**config.mk**
```make
export PLATFORM = sky130hd
export DESIGN_NAME = noiseChannel
export DESIGN_NICKNAME = d
export VERILOG_FILES = /design/src/noisePkg.sv /design/src/noiseRegs.sv /design/src/periodTimer.sv /design/src/noiseLfsr.sv /design/src/envelopeUnit.sv /design/src/lengthCounter.sv /design/src/noiseChannel.sv
export SDC_FILE = /design/constraint.sdc
export NUM_CORES = 1
export LEC_CHECK = 0
export BUFFER_PORTS_ARGS = -buffer_cell sky130_fd_sc_hd__buf_2
export CELL_PAD_IN_SITES_DETAIL_PLACEMENT = 0
export CELL_PAD_IN_SITES_GLOBAL_PLACEMENT = 1
export CORE_MARGIN = 5
export CORE_UTILIZATION = 46
export DETAILED_ROUTE_END_ITERATION = 16
export PLACE_DENSITY = 0.76
export SYNTH_ARGS = -nofsm -noshare
export SYNTH_HDL_FRONTEND = slang
export SYNTH_SLANG_ARGS = --single-unit
```
**constraint.sdc**
```tcl
create_clock -name ACLK -period 2.11 [get_ports ACLK]
set_input_delay 0.422 -clock ACLK [delete_from_list [all_inputs] [get_ports ACLK]]
set_output_delay 0.422 -clock ACLK [all_outputs]
set_load 0.02 [all_outputs]
```
**src/noisePkg.sv**
```systemverilog
`default_nettype none

package noisePkg;

	// channel register map, byte-wide writes
	localparam logic [1:0] AddrEnv    = 2'd0; // loop, const volume, volume/period
	localparam logic [1:0] AddrPeriod = 2'd2; // mode bit and period index
	localparam logic [1:0] AddrLength = 2'd3; // length index, envelope restart

	// width of the random shift register
	localparam int LfsrWidth = 15;

	// timer cycles between two shift steps, by period index
	localparam int unsigned periodTable [16] = '{
		4, 8, 16, 32,
		64, 96, 128, 160,
		202, 254, 380, 508,
		762, 1016, 2034, 4068
	};

	// half-frame counts loaded by a length write
	localparam logic [7:0] lengthTable [32] = '{
		8'd10,  8'd254, // 0x00
		8'd20,  8'd2,
		8'd40,  8'd4,
		8'd80,  8'd6,
		8'd160, 8'd8,
		8'd60,  8'd10,
		8'd14,  8'd12,
		8'd26,  8'd14,
		8'd12,  8'd16, // 0x10
		8'd24,  8'd18,
		8'd48,  8'd20,
		8'd96,  8'd22,
		8'd192, 8'd24,
		8'd72,  8'd26,
		8'd16,  8'd28,
		8'd32,  8'd30
	};

endpackage

`default_nettype wire

```
**src/noiseRegs.sv**
```systemverilog
`default_nettype none

module noiseRegs import noisePkg::*; #(
	parameter int TimerWidth = 12
) (
	input  logic       ACLK,
	input  logic       rst,
	input  logic       req,
	input  logic [1:0] addr,
	input  logic [7:0] wrData,
	output logic       ack,
	output logic       loopFlag,
	output logic       constVol,
	output logic       shortMode,
	output logic [3:0] volPeriod,
	output logic [3:0] periodIdx,
	output logic [4:0] lengthIdx,
	output logic       lengthLoad,
	output logic       envRestart
);

	logic wrStrobe;

	// a new transfer is taken once per req, never while ack is still up
	assign wrStrobe = req && !ack;

	// every period index must give a reload value that fits the timer
	function automatic int unsigned maxReload();
		int unsigned m;
		m = 0;
		for (int i = 0; i < 16; i++) begin
			if (periodTable[i] > m) m = periodTable[i];
		end
		return m;
	endfunction

	if (maxReload() >= (64'd1 << TimerWidth)) begin : gTimerFit
		$error("TimerWidth %0d too narrow for period table", TimerWidth);
	end

	always_ff @(posedge ACLK) begin
		if (rst) begin
			ack        <= 1'b0;
			loopFlag   <= 1'b0;
			constVol   <= 1'b0;
			volPeriod  <= 4'd0;
			shortMode  <= 1'b0;
			periodIdx  <= 4'd0;
			lengthIdx  <= 5'd0;
			lengthLoad <= 1'b0;
			envRestart <= 1'b0;
		end else begin
			lengthLoad <= 1'b0; // single-cycle pulses
			envRestart <= 1'b0;
			if (wrStrobe) begin
				ack <= 1'b1;
				case (addr)
					AddrEnv: begin
						loopFlag  <= wrData[5];
						constVol  <= wrData[4];
						volPeriod <= wrData[3:0];
					end
					AddrPeriod: begin
						shortMode <= wrData[7];
						periodIdx <= wrData[3:0];
					end
					AddrLength: begin
						lengthIdx  <= wrData[7:3];
						lengthLoad <= 1'b1;
						envRestart <= 1'b1; // also restarts the envelope
					end
					default: ; // address 1 acked, nothing stored
				endcase
			end else if (!req) begin
				ack <= 1'b0;
			end
		end
	end

	aRiseNeedsReq: assert property (@(posedge ACLK) disable iff (rst)
		$rose(ack) |-> $past(req))
		else $error("ack raised without a pending req");

	aFallAfterReq: assert property (@(posedge ACLK) disable iff (rst)
		$fell(ack) |-> !$past(req))
		else $error("ack dropped while req still high");

endmodule

`default_nettype wire

```
**src/periodTimer.sv**
```systemverilog
`default_nettype none

module periodTimer import noisePkg::*; #(
	parameter int TimerWidth = 12
) (
	input  logic       ACLK,
	input  logic       rst,
	input  logic [3:0] periodIdx,
	output logic       step
);

	logic [TimerWidth-1:0] count;
	logic [TimerWidth-1:0] reload;
	logic                  atEnd;

	// table lookup, sampled only at reload time
	assign reload = TimerWidth'(periodTable[periodIdx]);

	// count of 0 only happens straight out of reset
	assign atEnd = (count == TimerWidth'(1)) || (count == '0);

	always_ff @(posedge ACLK) begin
		if (rst) begin
			count <= '0;
			step  <= 1'b0;
		end else if (atEnd) begin
			count <= reload;
			step  <= 1'b1;
		end else begin
			count <= count - TimerWidth'(1);
			step  <= 1'b0;
		end
	end

	// shortest reload is several cycles, so steps never touch
	aStepIsolated: assert property (@(posedge ACLK) disable iff (rst)
		step |=> !step)
		else $error("step held high for more than one cycle");

endmodule

`default_nettype wire

```
**src/noiseLfsr.sv**
```systemverilog
`default_nettype none

module noiseLfsr import noisePkg::*; (
	input  logic ACLK,
	input  logic rst,
	input  logic step,
	input  logic shortMode,
	output logic rndBit
);

	logic [LfsrWidth-1:0] lfsr;
	logic                 tap;
	logic                 feedback;

	// short mode gives the 93-step metallic sequence
	assign tap      = shortMode ? lfsr[6] : lfsr[1];
	assign feedback = lfsr[0] ^ tap;

	always_ff @(posedge ACLK) begin
		if (rst) begin
			lfsr <= LfsrWidth'(1);
		end else if (step) begin
			lfsr <= {feedback, lfsr[LfsrWidth-1:1]}; // shift right
		end
	end

	assign rndBit = lfsr[0]; // 1 mutes the channel

	// the all-zero state would lock up, seeding and feedback must avoid it
	aNotStuck: assert property (@(posedge ACLK) disable iff (rst)
		lfsr != '0)
		else $error("noise shift register reached all zero");

endmodule

`default_nettype wire

```
**src/envelopeUnit.sv**
```systemverilog
`default_nettype none

module envelopeUnit (
	input  logic       ACLK,
	input  logic       rst,
	input  logic       quarterFrame,
	input  logic       envRestart,
	input  logic       loopFlag,
	input  logic       constVol,
	input  logic [3:0] volPeriod,
	output logic [3:0] volume
);

	logic       startFlag;
	logic [3:0] divider;
	logic [3:0] decay;

	always_ff @(posedge ACLK) begin
		if (rst) begin
			startFlag <= 1'b0;
			divider   <= 4'd0;
			decay     <= 4'd0;
		end else begin
			if (envRestart) begin
				startFlag <= 1'b1; // picked up at the next quarter frame
			end else if (quarterFrame && startFlag) begin
				startFlag <= 1'b0;
			end

			if (quarterFrame) begin
				if (startFlag) begin
					decay   <= 4'd15;
					divider <= volPeriod;
				end else if (divider == 4'd0) begin
					divider <= volPeriod;
					if (decay != 4'd0) begin
						decay <= decay - 4'd1;
					end else if (loopFlag) begin
						decay <= 4'd15; // looping envelope
					end
				end else begin
					divider <= divider - 4'd1;
				end
			end
		end
	end

	// volPeriod doubles as the fixed volume
	assign volume = constVol ? volPeriod : decay;

endmodule

`default_nettype wire

```
**src/lengthCounter.sv**
```systemverilog
`default_nettype none

module lengthCounter import noisePkg::*; (
	input  logic       ACLK,
	input  logic       rst,
	input  logic       halfFrame,
	input  logic       lengthLoad,
	input  logic       loopFlag,
	input  logic [4:0] lengthIdx,
	output logic       active
);

	logic [7:0] count;
	logic       countDown;

	// loopFlag is the halt bit here
	assign countDown = halfFrame && !loopFlag && (count != 8'd0);

	always_ff @(posedge ACLK) begin
		if (rst) begin
			count <= 8'd0;
		end else if (lengthLoad) begin
			count <= lengthTable[lengthIdx]; // load wins over a tick
		end else if (countDown) begin
			count <= count - 8'd1;
		end
	end

	assign active = (count != 8'd0);

endmodule

`default_nettype wire

```
**src/noiseChannel.sv**
```systemverilog
`default_nettype none

module noiseChannel #(
	parameter int TimerWidth = 12
) (
	input  logic       ACLK,
	input  logic       rst,
	input  logic       req,
	input  logic [1:0] addr,
	input  logic [7:0] wrData,
	input  logic       quarterFrame,
	input  logic       halfFrame,
	output logic       ack,
	output logic [3:0] sample
);

	logic       loopFlag;
	logic       constVol;
	logic       shortMode;
	logic [3:0] volPeriod;
	logic [3:0] periodIdx;
	logic [4:0] lengthIdx;
	logic       lengthLoad;
	logic       envRestart;
	logic       step;
	logic       rndBit;
	logic [3:0] volume;
	logic       active;

	noiseRegs #(
		.TimerWidth(TimerWidth)
	) i_noiseRegs (
		.ACLK      (ACLK),
		.rst       (rst),
		.req       (req),
		.addr      (addr),
		.wrData    (wrData),
		.ack       (ack),
		.loopFlag  (loopFlag),
		.constVol  (constVol),
		.shortMode (shortMode),
		.volPeriod (volPeriod),
		.periodIdx (periodIdx),
		.lengthIdx (lengthIdx),
		.lengthLoad(lengthLoad),
		.envRestart(envRestart)
	);

	periodTimer #(
		.TimerWidth(TimerWidth)
	) i_periodTimer (
		.ACLK     (ACLK),
		.rst      (rst),
		.periodIdx(periodIdx),
		.step     (step)
	);

	noiseLfsr i_noiseLfsr (
		.ACLK     (ACLK),
		.rst      (rst),
		.step     (step),
		.shortMode(shortMode),
		.rndBit   (rndBit)
	);

	envelopeUnit i_envelopeUnit (
		.ACLK        (ACLK),
		.rst         (rst),
		.quarterFrame(quarterFrame),
		.envRestart  (envRestart),
		.loopFlag    (loopFlag),
		.constVol    (constVol),
		.volPeriod   (volPeriod),
		.volume      (volume)
	);

	lengthCounter i_lengthCounter (
		.ACLK      (ACLK),
		.rst       (rst),
		.halfFrame (halfFrame),
		.lengthLoad(lengthLoad),
		.loopFlag  (loopFlag),
		.lengthIdx (lengthIdx),
		.active    (active)
	);

	// silent when the length ran out or the noise bit is set
	assign sample = (active && !rndBit) ? volume : 4'd0;

endmodule

`default_nettype wire

```
==> flow_summary.yaml, run 1 <==
run_status:
  status: "completed"
place:
  gp_congestion: 0.797
  hpwl_mm: 5.24
  postPlaceCellArea_um2: 3690
  portBuffers: 19
critical_path:
  cp-end-kind: "output port"
  cp.required_ns: 1.69
  critPathKind: "flop to output port"
  path_cells: "nor4_2 > and2_4 > nor3_2 > buf_4"
  max_stage_delay_ns: 0.38
  arrival_ns: 1.61
  worst-path-max-fanout: 7
  start_kind: "flop"
  slowest_stage: "dfxtp_1"
layout:
  nFillCells: 688
  design_area_um2: 3980
  multi_input_area_um2: 2040
  antenna_cells: 0
  layout_common_cells: "dfxtp_1, nor2_1, mux2i_1, a21oi_1, inv_1"
  layout.nets: 450
  area_delta_synth_final_pct: 15.4
  finish.utilization_pct: 54.8
  layout_commonest_cell: "dfxtp_1"
  seq_area_um2: 1260
  drive_gt1_share_pct: 17.8
power_and_ir_drop:
  p_comb_share_pct: 39.3
  pwr-share-seq_pct: 34.9
  p_sw_share_pct: 36.4
  p_leak_nw: 1.49
  intPower_w: 0.00288
  max-vdd-ir-drop_uv: 441
  power-per-cell-area_nw_per_um2: 1140
  clockPowerShare_pct: 25.8
  switching_power_w: 0.00165
yosys:
  synth_area_um2: 3440
  ys_seq_area_share_pct: 36.6
  synth_edf_count: 0
  synth-compound-area-share_pct: 19.1
  ys_ff_latch: 63
  synth_top_family_by_area: "simple AND/OR/NAND/NOR gates"
  ys_warn_count: 0
  synth-async-reset-ratio_pct: 0
  synth_fa_ha_area_share_pct: 5.01
  synth_area_per_cell_um2: 8.59
  synth_ff_type: "dfxtp_1"
  synthesis.nets: 429
  synthCells: 401
  synth_mux_area_share_pct: 10.9
  yosys.area_share.simple_pct: 20.3
  yosys.area.top_type: "dfxtp_1"
  synth.area.top_cells: "dfxtp_1, mux2i_1, nor2_1"
  synth_top_area_share_pct: 36.6
  ys_types: 63
  synthXorXnorAreaFrac_pct: 2.80
route:
  postRouteAntennaNets: 0
  viasPerCell: 5.38
  vias: 2828
  dr.pass1.iters: 4
  drc: 0
  routedWlPerCell_um: 14.2
  routed_wirelength_mm: 7.45
  drt_iter0_markers: 128
floorplanning:
  die_y_um: 96.5
  core_um2: 7250
  initial_utilization_pct: 47.5
  fp.dieArea_um2: 9320
  die_w_um: 96.5
  ios: 20
  placementRows: 31
timing:
  whs_ns: 0.303
  finalCritPeriodShare_pct: 96.1
  fin_worst_skew_ns: 0.00777
  setup_viol: 0
  finalCriticalPeriod_ns: 2.03
  worst_pin_slew_ns: 0.613
  hold_violations: 0
  relSlewSlack_pct: 58.9
  fmax_mhz: 493
  drv_slew: 0
  rsz0062_at_grt: "yes"
  setup_tns_ns: 0
global_route:
  grt_max_degree: 61
  track_usage_pct: 17.7
  grt_pass1_vias: 2780
  gr-total-overflow: 0
  grt_pass1_wl_mm: 12.9
  antenna_found_initial: 0
job:
  cap_violations: 0
clocking:
  cts_max_path_buffers: 2
  clk_latency_ns: 0.34
  cts_tree: "built"
  cts_root_buf: "clkbuf_8"
  htreeDepth: 3
  cts_buffers: 9
  cts.clk_slew.worst_paths_ns: 0.08
  clkSinkCount: 63
worst_hold_path:
  hp-class: "input port to flop"
metrics by stage:
stage / std cells / power [W] / setup WS [ns]
after floorplan: 401 / 0.00286 / 0.223
after global placement: 508 / 0.00326 / 0.0797
after detailed placement: 508 / 0.00327 / 0.0474
after CTS: 524 / 0.00450 / 0.00237
after global routing: 526 / 0.00487 / -0.0291
final: 526 / 0.00453 / 0.0827
synthesized netlist by cell type, drive strengths merged (4+ instances only):
library cell and instances:
a211oi 14, a21oi 26, a221oi 4, buf 5
clkbuf 20, dfxtp 63, ha 13, inv 23
mux2i 34, nand2 13, nand2b 6, nand4 4
nor2 52, nor2b 5, nor3 17, nor3b 4
o21ai 17, or2 4, or3 4, or4 4
xnor2 9
critical path: cells and delay by family, from the launching register on:
kind / cells / cell delay [ns]
and+or+nand+nor: 3 / 0.72
DFF: 1 / 0.38
buffers and inverters: 1 / 0.16
per-layer routing:
layer,up-vias,wire length (um),global-route usage [%]
li1,1490,-,-
met1,1301,3800,24.0
met2,28,3360,27.4
met3,9,190,3.33
met4,0,96,7.48
met5,-,0,0
state kept, by name, summed over array words and instances, names as in the netlist, 4 cells and up:
name / flops
i_noiseLfsr.lfsr: 15
i_periodTimer.count: 12
i_lengthCounter.count: 8
i_noiseRegs.lengthIdx: 5
i_envelopeUnit.decay: 4
i_envelopeUnit.divider: 4
i_noiseRegs.periodIdx: 4
i_noiseRegs.volPeriod: 4
final cells by class:
cell class	count	share of cell area [%]
clock buffers	9	3.12
inverters	24	2.27
multi-input cells	289	51.3
repair buffers	35	5.98
flip-flops and latches	63	31.8
well taps	99	3.12
clock inverters	7	2.46
logic make-up (layout without fill, tap and decap cells):
kind of cell / count (synthesis) / after routing
AO/OA/AOI/OAI: 95 / 95
XOR/XNOR: 11 / 11
adder cells (fa/ha/maj): 14 / 14
buffers and inverters: 49 / 75
flip-flops: 63 / 63
multiplexers: 36 / 36
AND/OR/NAND/NOR: 133 / 133
power groups by stage:
stage	logic, W	clock network [W]	registers, W
floorplan	0.00132	0	0.00154
global placement	0.00167	0	0.00159
detailed placement	0.00168	0	0.00159
CTS	0.00173	0.00119	0.00158
global route	0.00200	0.00125	0.00162
finish	0.00178	0.00117	0.00158
path summary, 6_finish.rpt:
| path | to | start | slack, ns | cells past startpoint |
|---|---|---|---|---|
| max | sample[0] | i_lengthCounter.count[2]$_SDFFE_PP0P_ | 0.08 | 4 |
| min | i_noiseRegs.lengthIdx[3]$_SDFFE_PP0P_ | wrData[6] | 0.30 | 3 |
| max reg2reg | i_periodTimer.count[3]$_SDFF_PP0_ | i_periodTimer.count[2]$_SDFF_PP0_ | 0.18 | 4 |
| min reg2reg | i_periodTimer.count[7]$_SDFF_PP0_ | i_periodTimer.count[7]$_SDFF_PP0_ | 0.49 | 2 |
what timing repair did:
item / in CTS / in global routing
resized for setup: 6 / 9
endpoints found under the setup margin: 4 / 4
hold buffers: 0 / 0
buffers inserted: 0 / 2
Power figures use the tool's default switching activity.
==> run 2: changes to the inputs <==
--- a/config.mk
+++ b/config.mk
@@ -5,13 +5,14 @@
 export SDC_FILE = /design/constraint.sdc
 export NUM_CORES = 1
 export LEC_CHECK = 0
+export ABC_AREA = 1
 export BUFFER_PORTS_ARGS = -buffer_cell sky130_fd_sc_hd__buf_2
 export CELL_PAD_IN_SITES_DETAIL_PLACEMENT = 0
 export CELL_PAD_IN_SITES_GLOBAL_PLACEMENT = 1
 export CORE_MARGIN = 5
-export CORE_UTILIZATION = 46
+export CORE_UTILIZATION = 44
 export DETAILED_ROUTE_END_ITERATION = 16
-export PLACE_DENSITY = 0.76
+export PLACE_DENSITY = 0.77
 export SYNTH_ARGS = -nofsm -noshare
 export SYNTH_HDL_FRONTEND = slang
 export SYNTH_SLANG_ARGS = --single-unit
==> flow_summary.yaml, run 2 <==
power_and_ir_drop:
  p_leak_nw: 1.94
  max-vdd-ir-drop_uv: 549
  power-per-cell-area_nw_per_um2: 1190
place:
  post-place-cells: 666
  portBuffers: 19
  gp_congestion: 0.876
  hpwl_mm: 6.35
worst_hold_path:
  hp-class: "input port to flop"
  worstHoldStart: "req"
timing:
  fin_worst_skew_ns: 0.00834
  finalCritPeriodShare_pct: 91.6
  hold_violations: 0
  setup_viol: 0
  fmax_mhz: 518
  finalCriticalPeriod_ns: 1.93
  worst_pin_slew_ns: 0.391
  setup_tns_ns: 0
  relSlewSlack_pct: 73.9
  rsz0062_at_grt: "no"
  drv_slew: 0
floorplanning:
  core_um2: 8130
  initial_utilization_pct: 44.5
  die_w_um: 101
  ios: 20
  placementRows: 33
  die_y_um: 101
  fp.dieArea_um2: 10100
layout:
  layout_common_cells: "nand2_1, nor2_1, dfxtp_1, inv_1, o21ai_0"
  regMostFlops: "i_noiseLfsr.lfsr"
  drive_gt1_share_pct: 12.7
  largest_reg_flops: 15
  layout.nets: 600
  seq_area_um2: 1260
  area_delta_synth_final_pct: 12.1
  multi_input_area_um2: 2030
  nFillCells: 843
  layout_commonest_cell: "nand2_1"
  top_regs: "i_noiseLfsr.lfsr (15), i_periodTimer.count (12), i_lengthCounter.count (8)"
  antenna_cells: 0
  final_cells: 682
route:
  routed_wirelength_mm: 8.58
  drc: 0
  dr.pass1.iters: 4
  routedWlPerCell_um: 12.6
  viasPerCell: 4.94
  vias: 3372
  drt_iter0_markers: 156
  postRouteAntennaNets: 0
yosys:
  synth_area_um2: 3620
  synth-async-reset-ratio_pct: 0
  synth_area_per_cell_um2: 6.54
  ys_ff_latch: 63
  synth_top_area_share_pct: 34.9
  synthCells: 553
  synth.area.top_cells: "dfxtp_1, nand2_1, nor2_1"
  ys_types: 31
  synth.most_common_cell: "nand2_1"
  synth_edf_count: 0
  ys_seq_area_share_pct: 34.9
  synth_commonest_cells: "nand2_1, nor2_1, dfxtp_1"
  ys_warn_count: 0
  synth_ff_type: "dfxtp_1"
  yosys.area.top_type: "dfxtp_1"
  synthesis.nets: 581
critical_path:
  r2r_start: "i_noiseRegs.lengthIdx[0]$_SDFFE_PP0P_"
  cp.required_ns: 1.69
  arrival_ns: 1.51
  r2r_end: "i_lengthCounter.count[2]$_SDFFE_PP0P_"
  reg2reg_slack_ns: 0.60
  cp-end-kind: "output port"
  start_kind: "flop"
  critPathKind: "flop to output port"
  crit_path_end: "sample[2]"
  worst-path-max-fanout: 4
  startpoint: "i_lengthCounter.count[1]$_SDFFE_PP0P_"
  r2r.worst_path.cells: 9
global_route:
  grt_pass1_wl_mm: 15.0
  antenna_found_initial: 0
  grt_max_degree: 36
  track_usage_pct: 18.3
  gr-total-overflow: 0
  grt_pass1_vias: 3185
clocking:
  clkSinkCount: 63
  clk_latency_ns: 0.34
  cts_tree: "built"
  cts.clk_slew.worst_paths_ns: 0.07
  cts_root_buf: "clkbuf_8"
  postCtsHoldBufs: 0
  cts_buffers: 9
  htreeDepth: 3
  cts_max_path_buffers: 2
job:
  cap_violations: 0
run_status:
  status: "completed"
run 2: cell types whose count changed after synthesis, moves of 14 or more:
cell      delta
nand2_1    +108
clkbuf_1    -16
a211oi_1    -14
nand3_1     +39
nor2_1      +39
inv_1       +39
a21oi_1     +14
o21ai_0     +34
mux2i_1     -34
run 2: cell families after synthesis:
group / after synthesis / share of synthesized area [%]
compound gates: 100 / 14.6
xor+xnor: 8 / 1.94
fa+ha+maj: 13 / 4.50
buf+inv: 84 / 9.06
flops: 63 / 34.9
simple gates: 285 / 35.1
run 2: layer usage:
metal  GRT usage, %  wire length, um  part of all wire, %
met3           3.18              304                  3.5
met5              0                0                    0
met2           27.7             3740                   44
met4           7.05              151                  1.8
met1           25.9             4390                   51
run 2: layout make-up:
cell class                 instances  area share, %
clock buffer                      11           3.73
multi-input combinational        406           50.1
sequential                        63           31.1
tap                              105           3.24
timing repair buffer              23           3.45
inverter                          69           6.38
clock inverter                     5           1.97
run 2: power by group:
group | switching [W] | internal [W] | total (W)
Combinational | 0.00125 | 0.000699 | 0.00195
Sequential | 0.000187 | 0.00146 | 0.00165
Clock | 0.000489 | 0.000728 | 0.00122
run 2: repair_timing:
action / CTS / global route
gates resized for setup: 0 / 4
buffers inserted: 0 / 0
setup endpoints to repair: 0 / 4
run 2: worst min path at each step:
stage | endpoint | slack [ns] | depth (start not counted)
5_1_grt | i_noiseRegs.ack$_SDFFE_PP0P_ | 0.32 | 3
2_1_floorplan | i_periodTimer.count[0]$_SDFF_PP0_ | 0.42 | 1
3_5_place_dp | i_periodTimer.count[0]$_SDFF_PP0_ | 0.44 | 1
6_report | i_noiseRegs.ack$_SDFFE_PP0P_ | 0.31 | 3
4_1_cts | i_noiseRegs.ack$_SDFFE_PP0P_ | 0.30 | 3
3_3_place_gp | i_periodTimer.count[0]$_SDFF_PP0_ | 0.43 | 1
run 2: stage by stage:
stage / util, % / setup WS [ns] / hold slack [ns] / power [W] / area, um2
3_3_place_gp: 46.9 / 0.453 / 0.430 / 0.00360 / 3820
2_1_floorplan: - / 0.513 / 0.417 / 0.00323 / 3620
6_report: 49.9 / 0.178 / 0.308 / 0.00481 / 4060
3_5_place_dp: 46.9 / 0.425 / 0.439 / 0.00362 / 3820
4_1_cts: 49.8 / 0.0494 / 0.302 / 0.00486 / 4050
5_1_grt: 49.9 / 0.0351 / 0.324 / 0.00524 / 4060
run 2: worst max-delay path: stages (launching register included):
cell and delay, ns:
dfxtp_1 0.35, inv_1 0.08, ha_1 0.18, nand2_1 0.06, nor2_1 0.05, nand2_2 0.10, nand2_2 0.10, nor2_1 0.10
buf_2 0.17
==> run 3: changes to the inputs <==
--- a/config.mk
+++ b/config.mk
@@ -9,8 +9,8 @@
 export BUFFER_PORTS_ARGS = -buffer_cell sky130_fd_sc_hd__buf_2
 export CELL_PAD_IN_SITES_DETAIL_PLACEMENT = 0
 export CELL_PAD_IN_SITES_GLOBAL_PLACEMENT = 1
-export CORE_MARGIN = 5
 export CORE_UTILIZATION = 44
+export CTS_CLUSTER_DIAMETER = 60
 export DETAILED_ROUTE_END_ITERATION = 16
 export PLACE_DENSITY = 0.77
 export SYNTH_ARGS = -nofsm -noshare
==> constraint.sdc (replaced) <==
create_clock -name ACLK -period 2.11 [get_ports ACLK]
set_input_delay 0.422 -clock ACLK [delete_from_list [all_inputs] [get_ports ACLK]]
set_output_delay 0.422 -clock ACLK [all_outputs]
set_load 0.05 [all_outputs]
==> flow_summary.yaml, run 3 (synthesis gave the netlist of run 2 again) <==
power_and_ir_drop:
  pwr-share-seq_pct: 34.2
  power-per-cell-area_nw_per_um2: 1180
  clockPowerShare_pct: 24.7
  p_leak_nw: 1.95
  switching_power_w: 0.00196
  p_sw_share_pct: 40.6
  max-vdd-ir-drop_uv: 585
  p_comb_share_pct: 41.2
  intPower_w: 0.00286
clocking:
  cts.clk_slew.worst_paths_ns: 0.07
  postCtsHoldBufs: 0
  clkSinkCount: 63
  cts_buffers: 9
  cts_tree: "built"
  ctsResizeCount: 4
  post-cts-setup-buffer-count: 0
  cts_root_buf: "clkbuf_8"
  cts_max_path_buffers: 2
  htreeDepth: 3
  clk_latency_ns: 0.34
floorplanning:
  core_um2: 7850
  ios: 20
  fp.dieArea_um2: 8590
  die_y_um: 92.7
  placementRows: 32
  initial_utilization_pct: 46.1
  die_w_um: 92.7
timing:
  setup_tns_ns: 0
  fin_worst_skew_ns: 0.00597
  finalCriticalPeriod_ns: 2.01
  hold_violations: 0
  setup_ws_ns: 0.0990
  rsz0062_at_grt: "no"
  finalCritPeriodShare_pct: 95.3
  worst_pin_slew_ns: 0.404
  fmax_mhz: 497
  relSlewSlack_pct: 73.1
  setup_viol: 0
  drv_slew: 0
global_route:
  grt_pass1_wl_mm: 14.4
  grt_pass1_vias: 3100
  antenna_found_initial: 0
  gr-total-overflow: 0
  grt_max_degree: 28
  track_usage_pct: 21.3
route:
  dr.pass1.iters: 4
  postRouteAntennaNets: 0
  drt_iter0_markers: 117
  routedWlPerCell_um: 12.4
  viasPerCell: 4.90
  routed_wirelength_mm: 8.40
  drc: 0
  vias: 3330
layout:
  nFillCells: 827
  layout_common_cells: "nand2_1, nor2_1, dfxtp_1, inv_1, o21ai_0"
  largest_reg_flops: 15
  layout_commonest_cell: "nand2_1"
  design_area_um2: 4070
  area_delta_synth_final_pct: 12.4
  regMostFlops: "i_noiseLfsr.lfsr"
  top_regs: "i_noiseLfsr.lfsr (15), i_periodTimer.count (12), i_lengthCounter.count (8)"
  layout.nets: 601
  final_cells: 680
  drive_gt1_share_pct: 13.3
  antenna_cells: 0
place:
  hpwl_mm: 6.13
  post-place-ws_ns: 0.328
  postPlaceCellArea_um2: 3810
  gp_congestion: 0.829
  portBuffers: 19
  post-place-cells: 664
critical_path:
  crit_cells: 8
  r2r_start: "i_noiseRegs.lengthIdx[0]$_SDFFE_PP0P_"
  arrival_ns: 1.59
  cp.buffers_inverters: 2
  reg2reg_slack_ns: 0.56
  cp_top_family: "simple AND/OR/NAND/NOR gates"
  crit_path_end: "sample[1]"
  path_cells: "inv_2 > ha_1 > nand2_1 > nor2_1 > nand2_2 > nand2_2 > nor2_1 > buf_6"
  max_stage_delay_ns: 0.35
  start_kind: "flop"
  slowest_stage: "dfxtp_2"
  cp-end-kind: "output port"
  cp.required_ns: 1.69
  worst-path-max-fanout: 6
  critPathKind: "flop to output port"
  r2r.worst_path.cells: 9
  startpoint: "i_lengthCounter.count[0]$_SDFFE_PP0P_"
  r2r_end: "i_lengthCounter.count[2]$_SDFFE_PP0P_"
run_status:
  status: "completed"
worst_hold_path:
  hp-class: "input port to flop"
job:
  cap_violations: 0
[run 3: cell types whose count changed in the layout (fill, tap and decap cells not counted), sizes merged]
cell,delta
clkinvlp,-2
clkinv,+3
clkbuf,-1
buf,+1
[run 3: how the worst min path moves through the flow]
stage | start | end | slack, ns | cells after the start
after floorplan | i_periodTimer.count[0]$_SDFF_PP0_ | i_periodTimer.count[0]$_SDFF_PP0_ | 0.42 | 1
after global placement | i_periodTimer.count[0]$_SDFF_PP0_ | i_periodTimer.count[0]$_SDFF_PP0_ | 0.44 | 1
after detailed placement | i_periodTimer.count[0]$_SDFF_PP0_ | i_periodTimer.count[0]$_SDFF_PP0_ | 0.45 | 1
after CTS | req | i_noiseRegs.ack$_SDFFE_PP0P_ | 0.30 | 3
after global routing | req | i_noiseRegs.ack$_SDFFE_PP0P_ | 0.32 | 3
final | req | i_noiseRegs.ack$_SDFFE_PP0P_ | 0.31 | 3
[run 3: metal layers]
metal | up-vias | part of all wire [%] | track usage, %
li1 | 1805 | - | -
met1 | 1480 | 53 | 29.7
met2 | 35 | 43 | 33.3
met3 | 10 | 2.3 | 3.53
met4 | 0 | 1.2 | 7.05
met5 | - | 0 | 0
[run 3: worst reg2reg max path, cell delays in order (launching register included)]
cell and delay (ns):
dfxtp_1 0.42, inv_1 0.19, ha_1 0.33, inv_1 0.05, nor2_1 0.03, nand2_1 0.07, nand2_1 0.05, nand3b_1 0.19
nand2_1 0.07, a21oi_1 0.05
[run 3: per-stage QoR]
stage,total power (W),util [%],hold slack [ns]
floorplan,0.00324,-,0.417
global placement,0.00362,48.5,0.435
detailed placement,0.00364,48.5,0.453
CTS,0.00483,51.5,0.300
global route,0.00523,51.8,0.316
finish,0.00481,51.8,0.309
[run 3: power groups by stage]
| stage | Sequential (W) | Combinational, W | Clock [W] |
|---|---|---|---|
| 2_1_floorplan | 0.00163 | 0.00161 | 0 |
| 3_5_place_dp | 0.00167 | 0.00197 | 0 |
| 5_1_grt | 0.00168 | 0.00229 | 0.00127 |
| 4_1_cts | 0.00164 | 0.00198 | 0.00120 |
| 6_report | 0.00164 | 0.00198 | 0.00119 |
| 3_3_place_gp | 0.00166 | 0.00196 | 0 |
[run 3: cell type report]
type	instances	area [um2]	share of cell area [%]
clock inverters	6	83.8	2.06
multi-input cells	406	2040	50.1
clock buffers	10	138	3.38
well taps	102	128	3.14
flip-flops and latches	63	1260	31.0
repair buffers	24	158	3.88
inverters	69	259	6.37
